### config.mk
export PLATFORM = sky130hd
export DESIGN_NAME = blackjack_top
export DESIGN_NICKNAME = d
export VERILOG_FILES = /design/src/bj_pkg.sv /design/src/card_deck.sv /design/src/hand_store.sv /design/src/game_fsm.sv /design/src/blackjack_top.sv
export SDC_FILE = /design/constraint.sdc
export NUM_CORES = 1
export LEC_CHECK = 0
export ABC_AREA = 1
export BUFFER_PORTS_ARGS = -buffer_cell sky130_fd_sc_hd__buf_2
export CAP_MARGIN = 5
export CORE_ASPECT_RATIO = 0.5
export CORE_MARGIN = 2
export CORE_UTILIZATION = 30
export CTS_CLUSTER_DIAMETER = 200
export CTS_CLUSTER_SIZE = 12
export DETAILED_ROUTE_END_ITERATION = 12
export PLACE_DENSITY = 0.52
export SLEW_MARGIN = 40
export SYNTH_ARGS = -nofsm -noshare
export SYNTH_HDL_FRONTEND = slang
export SYNTH_SLANG_ARGS = --single-unit
### constraint.sdc
create_clock -name clk -period 2.2 [get_ports clk]
set_input_delay 0.11 -clock clk [delete_from_list [all_inputs] [get_ports clk]]
set_output_delay 0.11 -clock clk [all_outputs]
set_load 0.02 [all_outputs]
### src/bj_pkg.sv
// Card, hand and result types for one player and one house; aces always count 1, five cards max
package bj_pkg;

    // Slots per hand
    localparam int MAX_CARDS = 5;

    // Highest total that still counts as a live hand
    localparam int BUST_LIMIT = 21;

    // House stops drawing at or above this total
    localparam int HOUSE_STAND = 17;

    // Shuffle start value, low six bits get replaced by the seed
    localparam logic [15:0] LFSR_INIT = 16'hace1;

    // Rank 1..13, zero marks an empty slot
    typedef logic [3:0] card_t;

    // Hand total, five tens fit easily
    typedef logic [5:0] sum_t;

    typedef struct packed {
        card_t [MAX_CARDS-1:0] cards;
        logic [2:0]            count;
        sum_t                  sum;
    } hand_t;

    typedef struct packed {
        hand_t player;
        hand_t house;
    } table_t;

    typedef enum logic {
        SIDE_PLAYER,
        SIDE_HOUSE
    } side_e;

    typedef enum logic [1:0] {
        OUT_NONE,
        OUT_PLAYER_WIN,
        OUT_HOUSE_WIN,
        OUT_DRAW
    } outcome_e;

    // Jack, queen and king are worth 10
    function automatic sum_t card_points(card_t c);
        sum_t pts;
        if (c > 4'd10) begin
            pts = 6'd10;
        end else begin
            pts = sum_t'(c);
        end
        return pts;
    endfunction

endpackage

### src/card_deck.sv
// Ranks come straight from a 16-bit LFSR, so a rank may repeat more than four times per game
`timescale 1ns/10ps

module card_deck #(
    parameter int SHUFFLE_STEPS = 32
) (
    input  logic          clk,
    input  logic          rst,
    input  logic [5:0]    seed,
    input  logic          shuffle_start,
    input  logic          card_req,
    output logic          deck_ready,
    output logic          card_valid,
    output bj_pkg::card_t card
);

    localparam int STEP_W = $clog2(SHUFFLE_STEPS + 1);

    typedef enum logic [1:0] {
        MODE_IDLE,
        MODE_SHUFFLE,
        MODE_DEAL
    } mode_e;

    mode_e             mode;
    logic [15:0]       lfsr;
    logic [15:0]       lfsr_next;
    logic [STEP_W-1:0] step_cnt;
    logic              rank_ok;

    // Taps 16, 14, 13 and 11 give the full 65535-state sequence
    assign lfsr_next = {lfsr[14:0], lfsr[15] ^ lfsr[13] ^ lfsr[12] ^ lfsr[10]};

    // Low nibble is a legal rank
    assign rank_ok = (lfsr_next[3:0] != 4'd0) && (lfsr_next[3:0] <= 4'd13);

    always_ff @(posedge clk or negedge rst) begin
        if (!rst) begin
            mode       <= MODE_IDLE;
            lfsr       <= bj_pkg::LFSR_INIT;
            step_cnt   <= '0;
            deck_ready <= 1'b1;
            card_valid <= 1'b0;
        end else begin
            card_valid <= 1'b0;
            case (mode)
                MODE_IDLE: begin
                    if (shuffle_start) begin
                        lfsr       <= {bj_pkg::LFSR_INIT[15:6], seed};
                        step_cnt   <= '0;
                        deck_ready <= 1'b0;
                        mode       <= MODE_SHUFFLE;
                    end else if (card_req) begin
                        deck_ready <= 1'b0;
                        mode       <= MODE_DEAL;
                    end
                end
                MODE_SHUFFLE: begin
                    lfsr     <= lfsr_next;
                    step_cnt <= step_cnt + 1'b1;
                    // Last step lands together with ready
                    if (step_cnt == STEP_W'(SHUFFLE_STEPS - 1)) begin
                        deck_ready <= 1'b1;
                        mode       <= MODE_IDLE;
                    end
                end
                MODE_DEAL: begin
                    // Keep stepping until the nibble is a rank
                    lfsr <= lfsr_next;
                    if (rank_ok) begin
                        card_valid <= 1'b1;
                        deck_ready <= 1'b1;
                        mode       <= MODE_IDLE;
                    end
                end
                default: begin
                    mode <= MODE_IDLE;
                end
            endcase
        end
    end

    // Dealt rank is held until the next one
    always_ff @(posedge clk or negedge rst) begin
        if (!rst) begin
            card <= '0;
        end else if (mode == MODE_DEAL && rank_ok) begin
            card <= lfsr_next[3:0];
        end
    end

    // Skipped nibbles never leak out as cards
    assert property (@(posedge clk) disable iff (!rst)
        card_valid |-> (card >= 4'd1 && card <= 4'd13));

endmodule

### src/hand_store.sv
// Both hands clear together; a card sent to a full hand is dropped and the hand stays as it was
`timescale 1ns/10ps

module hand_store (
    input  logic           clk,
    input  logic           rst,
    input  logic           clear,
    input  logic           add_card,
    input  bj_pkg::side_e  side,
    input  bj_pkg::card_t  card,
    output bj_pkg::table_t table_state
);

    bj_pkg::hand_t player_hand;
    bj_pkg::hand_t house_hand;
    logic          side_full;

    // Card goes into the first empty slot, total grows by its points
    function automatic bj_pkg::hand_t add_to_hand(bj_pkg::hand_t h, bj_pkg::card_t c);
        bj_pkg::hand_t nh;
        nh = h;
        if (h.count < 3'(bj_pkg::MAX_CARDS)) begin
            nh.cards[h.count] = c;
            nh.count          = h.count + 3'd1;
            nh.sum            = h.sum + bj_pkg::card_points(c);
        end
        return nh;
    endfunction

    always_ff @(posedge clk or negedge rst) begin
        if (!rst) begin
            player_hand <= '0;
            house_hand  <= '0;
        end else if (clear) begin
            player_hand <= '0;
            house_hand  <= '0;
        end else if (add_card) begin
            if (side == bj_pkg::SIDE_PLAYER) begin
                player_hand <= add_to_hand(player_hand, card);
            end else begin
                house_hand <= add_to_hand(house_hand, card);
            end
        end
    end

    assign table_state = '{player: player_hand, house: house_hand};

    // Selected side already holds five cards
    assign side_full = (side == bj_pkg::SIDE_PLAYER) ?
                       (player_hand.count == 3'(bj_pkg::MAX_CARDS)) :
                       (house_hand.count == 3'(bj_pkg::MAX_CARDS));

    // Controller stands the player at five and the house rule stops at five
    assert property (@(posedge clk) disable iff (!rst)
        add_card |-> !side_full);

endmodule

### src/game_fsm.sv
// Buttons must be synchronous to clk and act on a rising edge; start only works from idle or done
`timescale 1ns/10ps

module game_fsm (
    input  logic             clk,
    input  logic             rst,
    input  logic             start,
    input  logic             hit,
    input  logic             stand,
    input  logic             deck_ready,
    input  logic             card_valid,
    input  bj_pkg::table_t   table_state,
    output logic             shuffle_start,
    output logic             card_req,
    output logic             add_card,
    output bj_pkg::side_e    side,
    output logic             clear,
    output logic             player_turn,
    output logic             game_done,
    output bj_pkg::outcome_e outcome
);

    typedef enum logic [2:0] {
        IDLE,
        SHUFFLE,
        REQUEST,
        WAIT_CARD,
        PLAYER_TURN,
        HOUSE_TURN,
        JUDGE,
        DONE
    } state_e;

    typedef struct packed {
        logic start;
        logic hit;
        logic stand;
    } btn_t;

    // Opening deal is player, house, player, house
    localparam logic [2:0] DEAL_LAST = 3'd3;
    localparam logic [2:0] DEAL_DONE = 3'd4;

    state_e       state;
    btn_t         btn_q;
    btn_t         btn_prev;
    btn_t         btn_rise;
    logic [2:0]   deal_cnt;
    bj_pkg::sum_t player_sum;
    bj_pkg::sum_t house_sum;
    logic         player_bust;
    logic         house_bust;
    logic         player_full;
    logic         house_draws;

    // Register stage, then edge detect
    always_ff @(posedge clk or negedge rst) begin
        if (!rst) begin
            btn_q    <= '0;
            btn_prev <= '0;
        end else begin
            btn_q    <= '{start: start, hit: hit, stand: stand};
            btn_prev <= btn_q;
        end
    end

    assign btn_rise = btn_t'(btn_q & ~btn_prev);

    // Rule checks on the current table
    assign player_sum  = table_state.player.sum;
    assign house_sum   = table_state.house.sum;
    assign player_bust = player_sum > bj_pkg::sum_t'(bj_pkg::BUST_LIMIT);
    assign house_bust  = house_sum > bj_pkg::sum_t'(bj_pkg::BUST_LIMIT);
    assign player_full = table_state.player.count == 3'(bj_pkg::MAX_CARDS);
    assign house_draws = (house_sum < bj_pkg::sum_t'(bj_pkg::HOUSE_STAND)) &&
                         (table_state.house.count < 3'(bj_pkg::MAX_CARDS));

    // Dealt card lands in the hand store at the next edge
    assign add_card = (state == WAIT_CARD) && card_valid;

    // Only a live hand with room waits for the player
    assign player_turn = (state == PLAYER_TURN) && !player_bust && !player_full;
    assign game_done   = (state == DONE);

    always_ff @(posedge clk or negedge rst) begin
        if (!rst) begin
            state         <= IDLE;
            deal_cnt      <= '0;
            side          <= bj_pkg::SIDE_PLAYER;
            shuffle_start <= 1'b0;
            card_req      <= 1'b0;
            clear         <= 1'b0;
            outcome       <= bj_pkg::OUT_NONE;
        end else begin
            shuffle_start <= 1'b0;
            card_req      <= 1'b0;
            clear         <= 1'b0;
            case (state)
                IDLE, DONE: begin
                    if (btn_rise.start) begin
                        clear         <= 1'b1;
                        shuffle_start <= 1'b1;
                        deal_cnt      <= '0;
                        side          <= bj_pkg::SIDE_PLAYER;
                        outcome       <= bj_pkg::OUT_NONE;
                        state         <= SHUFFLE;
                    end
                end
                SHUFFLE: begin
                    // Ready is still high in the pulse cycle, so skip it
                    if (!shuffle_start && deck_ready) begin
                        state <= REQUEST;
                    end
                end
                REQUEST: begin
                    if (deck_ready) begin
                        card_req <= 1'b1;
                        state    <= WAIT_CARD;
                    end
                end
                WAIT_CARD: begin
                    if (card_valid) begin
                        if (deal_cnt < DEAL_LAST) begin
                            deal_cnt <= deal_cnt + 3'd1;
                            side     <= (side == bj_pkg::SIDE_PLAYER) ?
                                        bj_pkg::SIDE_HOUSE : bj_pkg::SIDE_PLAYER;
                            state    <= REQUEST;
                        end else if (deal_cnt == DEAL_LAST) begin
                            deal_cnt <= DEAL_DONE;
                            state    <= PLAYER_TURN;
                        end else if (side == bj_pkg::SIDE_HOUSE) begin
                            state <= HOUSE_TURN;
                        end else begin
                            state <= PLAYER_TURN;
                        end
                    end
                end
                PLAYER_TURN: begin
                    if (player_bust) begin
                        state <= JUDGE;
                    end else if (player_full) begin
                        // Forced stand at five cards
                        state <= HOUSE_TURN;
                    end else if (btn_rise.hit) begin
                        side  <= bj_pkg::SIDE_PLAYER;
                        state <= REQUEST;
                    end else if (btn_rise.stand) begin
                        state <= HOUSE_TURN;
                    end
                end
                HOUSE_TURN: begin
                    if (house_draws) begin
                        side  <= bj_pkg::SIDE_HOUSE;
                        state <= REQUEST;
                    end else begin
                        state <= JUDGE;
                    end
                end
                JUDGE: begin
                    // Player bust wins for the house even if the house would bust too
                    if (player_bust) begin
                        outcome <= bj_pkg::OUT_HOUSE_WIN;
                    end else if (house_bust || player_sum > house_sum) begin
                        outcome <= bj_pkg::OUT_PLAYER_WIN;
                    end else if (house_sum > player_sum) begin
                        outcome <= bj_pkg::OUT_HOUSE_WIN;
                    end else begin
                        outcome <= bj_pkg::OUT_DRAW;
                    end
                    state <= DONE;
                end
                default: begin
                    state <= IDLE;
                end
            endcase
        end
    end

    // Each request waits for the previous card, so the deck is always idle here
    assert property (@(posedge clk) disable iff (!rst)
        card_req |-> deck_ready);

endmodule

### src/blackjack_top.sv
// Seed is sampled when a game starts; shuffle length is fixed when the design is built
`timescale 1ns/10ps

module blackjack_top #(
    parameter int SHUFFLE_STEPS = 32
) (
    input  logic             clk,
    input  logic             rst,
    input  logic [5:0]       seed,
    input  logic             start,
    input  logic             hit,
    input  logic             stand,
    output logic             player_turn,
    output logic             game_done,
    output bj_pkg::outcome_e outcome,
    output bj_pkg::table_t   table_state
);

    // Deck handshake
    logic          shuffle_start;
    logic          card_req;
    logic          deck_ready;
    logic          card_valid;
    bj_pkg::card_t card;

    // Hand store control
    logic          add_card;
    logic          clear;
    bj_pkg::side_e side;

    card_deck #(
        .SHUFFLE_STEPS(SHUFFLE_STEPS)
    ) u_deck (
        .clk           (clk),
        .rst           (rst),
        .seed          (seed),
        .shuffle_start (shuffle_start),
        .card_req      (card_req),
        .deck_ready    (deck_ready),
        .card_valid    (card_valid),
        .card          (card)
    );

    hand_store u_hands (
        .clk         (clk),
        .rst         (rst),
        .clear       (clear),
        .add_card    (add_card),
        .side        (side),
        .card        (card),
        .table_state (table_state)
    );

    game_fsm u_fsm (
        .clk           (clk),
        .rst           (rst),
        .start         (start),
        .hit           (hit),
        .stand         (stand),
        .deck_ready    (deck_ready),
        .card_valid    (card_valid),
        .table_state   (table_state),
        .shuffle_start (shuffle_start),
        .card_req      (card_req),
        .add_card      (add_card),
        .side          (side),
        .clear         (clear),
        .player_turn   (player_turn),
        .game_done     (game_done),
        .outcome       (outcome)
    );

endmodule

==> run metrics, run 1 <==
final worst path period need between 1.5 and 2 ns; Yosys warning count 0; CTS Root Cell clkbuf_16; Port Buffers 72; # Max-Cap Violations 0; Post-Syn Area 5134 um^2; Finished Cell Area 6215 um^2; sequential share of power 36.8%; fraction of layout cells with a size suffix above 1 17.02%; syn nets 639; Placement Rows 33; Post-Place Cells 905; clock share of power 22.1%; largest net degree at the start of global routing 40; LEAKAGE approximately 3.2 nW; number of global-route vias before repair 4,136; CP max stage delay 0.42 ns; Final Cycle Share 90.21%; Die W 189 um; slowest CP cell fa_1; fillers about 1,700; initial antenna violation count 0; Max Clock Freq between 500 and 600 MHz; final hold violations 0; status complete, no violations; total power roughly 0.0076 W; number of flops mapped to enable cells by yosys 0; worst clock skew 0.01400 ns; mean post-synth cell area 8.514 um^2; WHS about 0.019 ns; power share of the combinational group approximately two fifths; DR iter-0 viols 186; crit path cell chain nand2_1 -> a21boi_1 -> nor2_1 -> ha_1 -> fa_1 -> nand2_1 -> a21oi_1 -> o21ai_1 -> xor2_1 -> nor2_1; overall routing resource usage 14.21%; Power Dens Cells 1225 nW/um^2; Top delay family on crit path adder cells; Max-slew headroom a little under three fifths; Area Overhead vs Synth 21.06%; detailed placer's ending HPWL ~9.4 mm; Synth Flop Type dfrtp_1; FF+latch count, synth 105; placement-stage cell area slightly below 6000 um^2; CTS tree yes; core region area 16,560 um^2; worst-path maximum fanout 4; Overflow after GRT 0; DIE HEIGHT 96.50 um; Initial Utilization between 30% and 40%; first-pass GRT wire length 20.59 mm; Avg WL per Cell 13.47 um; top post-synthesis cells by area dfrtp_1 (47%), nand2_1 (9.1%), o21ai_0 (7.0%), nand3_1 (6.2%), ha_1 (5.6%); vias per cell 4.581; startpoint types register; Worst Path Buf+Inv 0; top-area cell type share of the netlist area roughly 47%; sequential cell area 2639 um^2; Netlist cell types 32; largest area contributor in the netlist dfrtp_1; sequential share of the synthesized area 51.40%; crit end category register; Peak supply drop between 0.4 and 0.5 mV; Syn Inst Count 603; cts bufs inserted 9; via count 4,242; Net Switching 0.003195 W; fraction of registers with async set/reset 100.0%; top post-synthesis cells by count nand2_1 (125), dfrtp_1 (96), inv_1 (74); H-tree levels 3; DRC 0; diode count 0; Data arrival, critical path 2.21 ns; fin nets 730; antenna-violating nets left 0; setup_tns 0 ns; Final Non-Filler Cells 926; Die Area 18,240 um^2; clk sinks 105; Internal Power about 0.0044 W; DRT Pass-1 Iters 4; min-delay worst type in2reg; critical path class reg2reg; Clock transition at path regs 0.08 ns; final WL 12.47 mm; most common cell in the netlist nand2_1; CP Data Required Time 2.43 ns; GP Congestion 0.7870; worst skew pair latency 0.35 ns; CTS max path bufs 2; Ports between 70 and 80; switching share of power 41.95%; final setup vio count 0; Max Slew Vio Count 0; post-CTS setup buffers 0; RSZ-0062 raised after global routing no; Worst Tran Pin Value 0.6466 ns; Multi-input gate area ~2200 um^2
==> sequential cells by signal, indices dropped and copies added, names as in the netlist, 2 cells and up <==
| register | count |
|---|---|
| u_deck.card | 4 |
| u_deck.lfsr | 16 |
| u_deck.mode | 2 |
| u_deck.step_cnt | 6 |
| u_fsm.btn_prev | 3 |
| u_fsm.btn_q | 3 |
| u_fsm.deal_cnt | 3 |
| u_fsm.outcome | 2 |
| u_fsm.state | 3 |
| u_hands.table_state | 58 |
==> worst min-delay path, delay by kind of cell <==
family          cells  cell delay (ns)
compound gates      2             0.13
buf+inv             1             0.08
==> repair_timing <==
action / 4_1_cts / 5_1_grt
endpoints found under the hold margin: 34 / 0
hold buffers: 5 / 0
endpoints found under the setup margin: 0 / 1
gates resized for setup: 0 / 1
==> metrics by stage <==
step,utilization (%),setup slack [ns]
2_1_floorplan,-,0.3118
3_3_place_gp,35.35,0.2033
3_5_place_dp,35.35,0.1291
4_1_cts,37.54,0.1071
5_1_grt,37.54,0.07312
6_report,37.54,0.2155
==> cells by family (layout without fill, tap and decap cells) <==
logic type               Yosys count  after routing  share of synthesized area (%)
buffers and inverters             84            180                          6.312
AND/OR/NAND/NOR                  262            262                          22.20
AO/OA/AOI/OAI                    121            121                          12.67
flip-flops                       105            105                          51.40
adder cells (fa/ha/maj)           25             25                          6.386
XOR/XNOR                           6              6                          1.024
==> cell type report <==
class                           instances  share of cell area (%)
Multi-Input combinational cell        414                   34.93
Sequential cell                       105                   42.46
Inverter                               75                   4.530
Tap cell                              227                   4.570
Timing Repair Buffer                   89                   8.496
Clock buffer                            9                   3.624
Clock inverter                          7                   1.389
==> routing by layer <==
layer,vias up,track usage (%),wire length (um)
li1,2183,-,-
met1,2017,19.56,6376
met2,34,23.57,5729
met3,8,2.564,278
met4,0,3.255,89
met5,-,0,0
==> power by group through the flow <==
stage               combinational, W  sequential [W]  clock [W]
global route                 0.00364         0.00287    0.00180
floorplan                    0.00207         0.00294          0
global placement             0.00311         0.00283          0
finish                       0.00314         0.00280    0.00168
CTS                          0.00318         0.00280    0.00173
detailed placement           0.00316         0.00283          0
==> worst paths after layout <==
path | depth (start not counted) | end | from | slack (ns)
setup reg to reg | 10 | u_hands.table_state[33]$_DFFE_PN0P_ | u_deck.card[1]$_DFFE_PN0P_ | 0.22
min in group asynchronous | 2 | u_deck.lfsr[9]$_DFFE_PN0P_ | rst | 0.28
hold / removal | 3 | u_deck.lfsr[3]$_DFFE_PN0P_ | seed[3] | 0.02
setup / recovery | 10 | u_hands.table_state[33]$_DFFE_PN0P_ | u_deck.card[1]$_DFFE_PN0P_ | 0.22
hold reg to reg | 0 | u_fsm.btn_prev[1]$_DFF_PN0_ | u_fsm.btn_q[1]$_DFF_PN0_ | 0.38
max in group asynchronous | 3 | u_deck.lfsr[6]$_DFFE_PN1P_ | rst | 1.28
==> layout by cell type (no fill, tap or decap), types with 4 or more instances in the layout <==
cell,synthesis,routed
inv_1,74,74
nand4_1,6,6
buf_2,1,71
a21oi_1,23,23
a22oi_1,6,6
nand2_1,125,125
dfrtp_1,96,96
o22ai_1,9,9
dfstp_2,9,9
clkbuf_16,0,9
buf_4,0,11
nor2_1,46,46
nand3_1,64,64
o211ai_1,4,4
nor3_1,10,10
o21ai_0,72,72
dlygate4sd3_1,0,5
ha_1,23,23
No activity file was read; power rests on OpenSTA's default activity.
==> run 2, diff against run 1 <==
--- a/config.mk
+++ b/config.mk
@@ -14,6 +14,7 @@
 export CTS_CLUSTER_DIAMETER = 200
 export CTS_CLUSTER_SIZE = 12
 export DETAILED_ROUTE_END_ITERATION = 12
+export GPL_TIMING_DRIVEN = 0
 export PLACE_DENSITY = 0.52
 export SLEW_MARGIN = 40
 export SYNTH_ARGS = -nofsm -noshare
==> run metrics, run 2 (synthesized netlist as in run 1, its figures left out) <==
status complete, no violations; GP Congestion 0.8099 (+2.9%); slowest CP cell fa_1; detailed placer's ending HPWL 9.385 mm (+0.27%); antenna-violating nets left 0 (unchanged); Internal Power 0.004265 W (-3.5%); RSZ-0062 raised after global routing yes; CP max stage delay 0.44 ns (+0.02 ns); clock share of power 20.7% (-1.4 points); CP Data Required Time 2.42 ns (about the same); fraction of layout cells with a size suffix above 1 16.07% (-0.96 points); final worst path period need 2.023 ns (+0.03860 ns); Die W 189 um (unchanged); first-pass GRT wire length 20.65 mm (+0.30%); Die Area 18,240 um^2 (unchanged); crit end category register; Net Switching 0.003169 W (-0.79%); Clock transition at path regs 0.07 ns (about the same); Final Non-Filler Cells 924 (-0.22%); most frequent cells in the layout nand2_1 (124), dfrtp_1 (96), inv_1 (74), buf_2 (72), o21ai_0 (71); final hold violations 0 (unchanged); Data arrival, critical path 2.24 ns (+0.03 ns); core region area 16,560 um^2 (unchanged); commonest non-fill, non-tap cell in the layout nand2_1; total power 0.007434 W (-2.4%); LEAKAGE 3.168 nW (-1.5%); sequential share of power 37.9% (+1.1 points); CTS Root Cell clkbuf_16; Worst Path Buf+Inv 0 (unchanged); DRT Pass-1 Iters 4 (unchanged); Peak supply drop 0.4531 mV (+3.1%); Area Overhead vs Synth 19.89%; Overflow after GRT 0 (unchanged); H-tree levels 3 (unchanged); worst skew pair latency 0.35 ns (about the same); Power Dens Cells 1208 nW/um^2 (-1.4%); worst clock skew 0.007702 ns (-0.006297 ns); CTS tree yes; fin util 37.17% (-0.36 points); initial antenna violation count 0 (unchanged); cts bufs inserted 9 (unchanged); Avg WL per Cell 13.60 um (+0.96%); DIE HEIGHT 96.50 um (unchanged); DRC 0 (unchanged); overall routing resource usage 14.49% (+0.27 points); via count 4,215 (-0.64%); DR iter-0 viols 244 (+31%); worst-path maximum fanout 4 (unchanged); Top delay family on crit path simple AND/OR/NAND/NOR gates; crit path cell chain a21boi_2 -> or2_2 -> fa_1 -> nand2_1 -> a21oi_1 -> o21ai_1 -> xor2_1 -> nor2_1; number of global-route vias before repair 4,111 (-0.60%); Ports 73 (unchanged); Post-Place Cells 903 (-0.22%); Final Cycle Share 91.96% (+1.8 points); Initial Utilization 31.01% (unchanged); power share of the combinational group 41.3% (about the same); clk sinks 105 (unchanged); critical path class reg2reg; final setup vio count 0 (unchanged); Placement Rows 33 (unchanged); Max Clock Freq 494.3 MHz (-1.9%); max reg flops 58 (unchanged); setup_tns 0 ns (unchanged); Max Slew Vio Count 0 (unchanged); largest net degree at the start of global routing 67 (+68%); min-delay worst type in2reg; # Max-Cap Violations 0 (unchanged); fin nets 728 (-0.27%); Worst Tran Pin Value 0.5911 ns (-0.05547 ns); Max-slew headroom 60.33% (+3.7 points); Port Buffers 72 (unchanged); switching share of power 42.63% (+0.69 points); final WL 12.57 mm (+0.75%); diode count 0 (unchanged); startpoint types register; CTS max path bufs 2 (unchanged); vias per cell 4.562 (-0.42%)
==> run 2: cell types whose count changed in the layout (fill, tap and decap cells not counted), moves of 2 or more <==
cell and change:
inv_8 -2, buf_4 -11, buf_12 -2, clkbuf_1 +7
==> run 2: what timing repair did <==
item,4_1_cts,5_1_grt
setup endpoints to repair,0,6
gates resized for setup,0,6
hold buffers,5,0
hold endpoints to repair,43,0
setup buffers,0,0
==> run 2: routing by layer <==
metal / track usage (%) / wire length (um) / share of wire, %
met1: 19.24 / 6469 / 51
met2: 24.54 / 5712 / 45
met3: 2.889 / 263 / 2.1
met4: 3.711 / 121 / 0.96
met5: 0 / 0 / 0
==> run 2: power groups by stage <==
stage / clock, W / combinational [W] / sequential [W]
global route: 0.00166 / 0.00355 / 0.00289
CTS: 0.00159 / 0.00310 / 0.00282
floorplan: 0 / 0.00207 / 0.00294
detailed placement: 0 / 0.00308 / 0.00285
finish: 0.00154 / 0.00307 / 0.00282
global placement: 0 / 0.00304 / 0.00285
==> run 2: final timing paths <==
check                                      startpoint                             endpoint  slack, ns  cells past startpoint
min in group asynchronous                         rst           u_deck.lfsr[8]$_DFFE_PN0P_       0.22                      2
hold / removal                                seed[4]           u_deck.lfsr[4]$_DFFE_PN0P_       0.02                      3
setup reg to reg           u_deck.card[3]$_DFFE_PN0P_  u_hands.table_state[33]$_DFFE_PN0P_       0.18                      8
max in group asynchronous                         rst        u_deck.deck_ready$_DFFE_PN1P_       1.32                      3
setup / recovery           u_deck.card[3]$_DFFE_PN0P_  u_hands.table_state[33]$_DFFE_PN0P_       0.18                      8
hold reg to reg              u_fsm.btn_q[1]$_DFF_PN0_          u_fsm.btn_prev[1]$_DFF_PN0_       0.38                      0
==> run 2: cell type report <==
class,instances,area (um^2)
well taps,227,284.0
repair buffers,78,447.9
inverters,75,281.5
flip-flops and latches,105,2639
clock buffers,11,242.7
multi-input cells,414,2177
clock inverters,5,38.79
plain buffers,9,43.79
fillers,1706,10400
==> run 2: through the flow <==
stage / cell area, um^2 / setup WS [ns] / hold slack, ns
floorplan: 5134 / 0.3118 / -0.1856
global route: 6155 / -0.009593 / 0.02264
detailed placement: 5816 / 0.05104 / 0.01878
finish: 6155 / 0.1769 / 0.01518
CTS: 6147 / 0.02715 / 0.003729
global placement: 5778 / -0.2559 / 0.2175
==> run 2: worst min-delay path: stages <==
cell and delay (ns):
buf_2 0.08, o211ai_1 0.07, o21ai_0 0.07
==> run 3, diff against run 2 <==
--- a/config.mk
+++ b/config.mk
@@ -6,6 +6,7 @@
 export NUM_CORES = 1
 export LEC_CHECK = 0
 export ABC_AREA = 1
+export ABC_CLOCK_PERIOD_IN_PS = 2200
 export BUFFER_PORTS_ARGS = -buffer_cell sky130_fd_sc_hd__buf_2
 export CAP_MARGIN = 5
 export CORE_ASPECT_RATIO = 0.5
@@ -16,6 +17,7 @@
 export DETAILED_ROUTE_END_ITERATION = 12
 export GPL_TIMING_DRIVEN = 0
 export PLACE_DENSITY = 0.52
+export RECOVER_POWER = 50
 export SLEW_MARGIN = 40
 export SYNTH_ARGS = -nofsm -noshare
 export SYNTH_HDL_FRONTEND = slang
==> run metrics, run 3 (synthesized netlist as in run 1, its figures left out) <==
status complete, no violations; overall routing resource usage 14.49% (unchanged); DIE HEIGHT 96.50 um (unchanged); Final Cycle Share 91.96% (about the same); vias per cell 4.573 (+0.24%); Data arrival, critical path 2.24 ns (about the same); Die Area 18,240 um^2 (unchanged); DRT Pass-1 Iters 4 (unchanged); worst-path maximum fanout 4 (unchanged); max reg flops 58 (unchanged); critical path class reg2reg; Power Dens Cells 1213 nW/um^2 (+0.42%); Worst Tran Pin Value 1.061 ns (+0.4700 ns); placement-stage cell area 5816 um^2 (unchanged); most frequent cells in the layout nand2_1 (124), dfrtp_1 (96), inv_1 (74), o21ai_0 (71), nand3_1 (64); clk sinks 105 (unchanged); largest net degree at the start of global routing 67 (unchanged); final hold violations 0 (unchanged); diode count 0 (unchanged); GP Congestion 0.8099 (unchanged); setup ws final 0.1769 ns (-0.00001700 ns); Clock transition at path regs 0.07 ns (about the same); commonest non-fill, non-tap cell in the layout nand2_1; antenna-violating nets left 0 (unchanged); clock share of power 20.7% (about the same); number of global-route vias before repair 4,111 (unchanged); final WL 12.56 mm (about the same); met3 Track Usage GR 2.889% (unchanged); hold path depth 3 (unchanged); Net Switching 0.003171 W (about the same); crit path cell chain a21boi_2 -> or2_2 -> fa_1 -> nand2_1 -> a21oi_1 -> o21ai_1 -> xor2_1 -> nor2_1; CTS max path bufs 2 (unchanged); Max Clock Freq 494.3 MHz (about the same); Avg WL per Cell 13.59 um (about the same); detailed placer's ending HPWL 9.385 mm (unchanged); Internal Power 0.004246 W (-0.43%); worst reg-to-reg setup slack 0.18 ns (about the same); met2 usage 24.54% (unchanged); slowest CP cell fa_1; hold path start seed[5]; H-tree levels 3 (unchanged); DRC 0 (unchanged); Area Overhead vs Synth 19.11%; final setup vio count 0 (unchanged); total power 0.007417 W (-0.23%); Peak supply drop 0.4531 mV (about the same); core region area 16,560 um^2 (unchanged); startpoint types register; Worst R2R End u_hands.table_state[33]$_DFFE_PN0P_; worst skew pair latency 0.35 ns (about the same); Ports 73 (unchanged); final worst path period need 2.023 ns (+0.00001700 ns); Initial Utilization 31.01% (unchanged); cts bufs inserted 9 (unchanged); RSZ-0062 raised after global routing yes; first-pass GRT wire length 20.65 mm (unchanged); CTS Root Cell clkbuf_16; via count 4,225 (+0.24%); CP Data Required Time 2.42 ns (about the same); Placement Rows 33 (unchanged); fraction of layout cells with a size suffix above 1 12.63% (-3.4 points); Worst Hold End u_deck.lfsr[5]$_DFFE_PN1P_; Overflow after GRT 0 (unchanged); met1 Use GR 19.24% (unchanged); initial antenna violation count 0 (unchanged); DR iter-0 viols 250 (+2.5%); power share of the combinational group 41.2% (about the same); sequential share of power 38.1% (+0.2 points); min-delay worst type in2reg; post-CTS setup buffers 0 (unchanged); switching share of power 42.75% (+0.11 points); CP max stage delay 0.44 ns (about the same); Die W 189 um (unchanged); gr busiest metal met2; Finished Cell Area 6115 um^2 (-0.65%); LEAKAGE 3.060 nW (-3.4%); # Max-Cap Violations 0 (unchanged); worst clock skew 0.007955 ns (+0.0002535 ns); Max Slew Vio Count 0 (unchanged); worst reg-to-reg path cell count 8 (unchanged); Port Buffers 72 (unchanged); Max-slew headroom 29.26% (-31 points); fin nets 728 (unchanged); crit end category register; reg2reg start u_deck.card[3]$_DFFE_PN0P_; post-place setup slack 0.05104 ns (unchanged); CTS tree yes; setup_tns 0 ns (unchanged)
run 3: cell count changes in the layout (fill, tap and decap cells not counted):
cell	previous run	this run
clkbuf_2	1	2
buf_8	1	0
buf_2	72	48
clkbuf_1	7	31
run 3: worst max-delay path by stage:
stage                     slack (ns)                  startpoint                                   to
after floorplan                 0.31  u_deck.card[2]$_DFFE_PN0P_  u_hands.table_state[33]$_DFFE_PN0P_
after global placement         -0.26                         rst  u_hands.table_state[21]$_DFFE_PN0P_
after detailed placement        0.05  u_deck.card[2]$_DFFE_PN0P_  u_hands.table_state[33]$_DFFE_PN0P_
after CTS                       0.03  u_deck.card[2]$_DFFE_PN0P_  u_hands.table_state[33]$_DFFE_PN0P_
after global routing           -0.01  u_deck.card[1]$_DFFE_PN0P_  u_hands.table_state[33]$_DFFE_PN0P_
final                           0.18  u_deck.card[3]$_DFFE_PN0P_  u_hands.table_state[33]$_DFFE_PN0P_
run 3: repair_timing:
item / in CTS / in global routing
setup endpoints to repair: 0 / 6
resized for setup: 0 / 6
hold buffers: 5 / 0
endpoints found under the hold margin: 43 / 0
run 3: final cells by class:
type	count	area (um^2)
repair buffers	78	407.9
inverters	75	281.5
plain buffers	9	43.79
clock inverters	5	38.79
flip-flops and latches	105	2639
clock buffers	11	242.7
fillers	1709	10440
multi-input cells	414	2177
well taps	227	284.0
run 3: power groups by stage:
| stage | combinational [W] | clock (W) | sequential, W |
|---|---|---|---|
| after floorplan | 0.00207 | 0 | 0.00294 |
| after global placement | 0.00304 | 0 | 0.00285 |
| after detailed placement | 0.00308 | 0 | 0.00285 |
| after CTS | 0.00310 | 0.00159 | 0.00282 |
| after global routing | 0.00353 | 0.00166 | 0.00289 |
| final | 0.00306 | 0.00154 | 0.00282 |
run 3: critical path, delay by kind of cell (launching register included):
family          cells  cell delay [ns]
xor+xnor            1             0.17
flops               1             0.41
fa+ha+maj           1             0.44
compound gates      3             0.40
simple gates        3             0.48
run 3: metrics by stage:
stage                     instances  util, %  hold slack [ns]
after floorplan                 603        -          -0.1856
after global placement          902    34.90           0.2175
after detailed placement        903    35.12          0.01878
after CTS                       924    37.13         0.003729
after global routing            924    36.93          0.02264
final                           924    36.93          0.01291
run 3: layer usage:
metal	wire, um	part of all wire (%)	up-vias
li1	-	-	2175
met1	6452	51	2001
met2	5728	46	39
met3	254	2.0	10
met4	121	0.96	0
met5	0	0	-
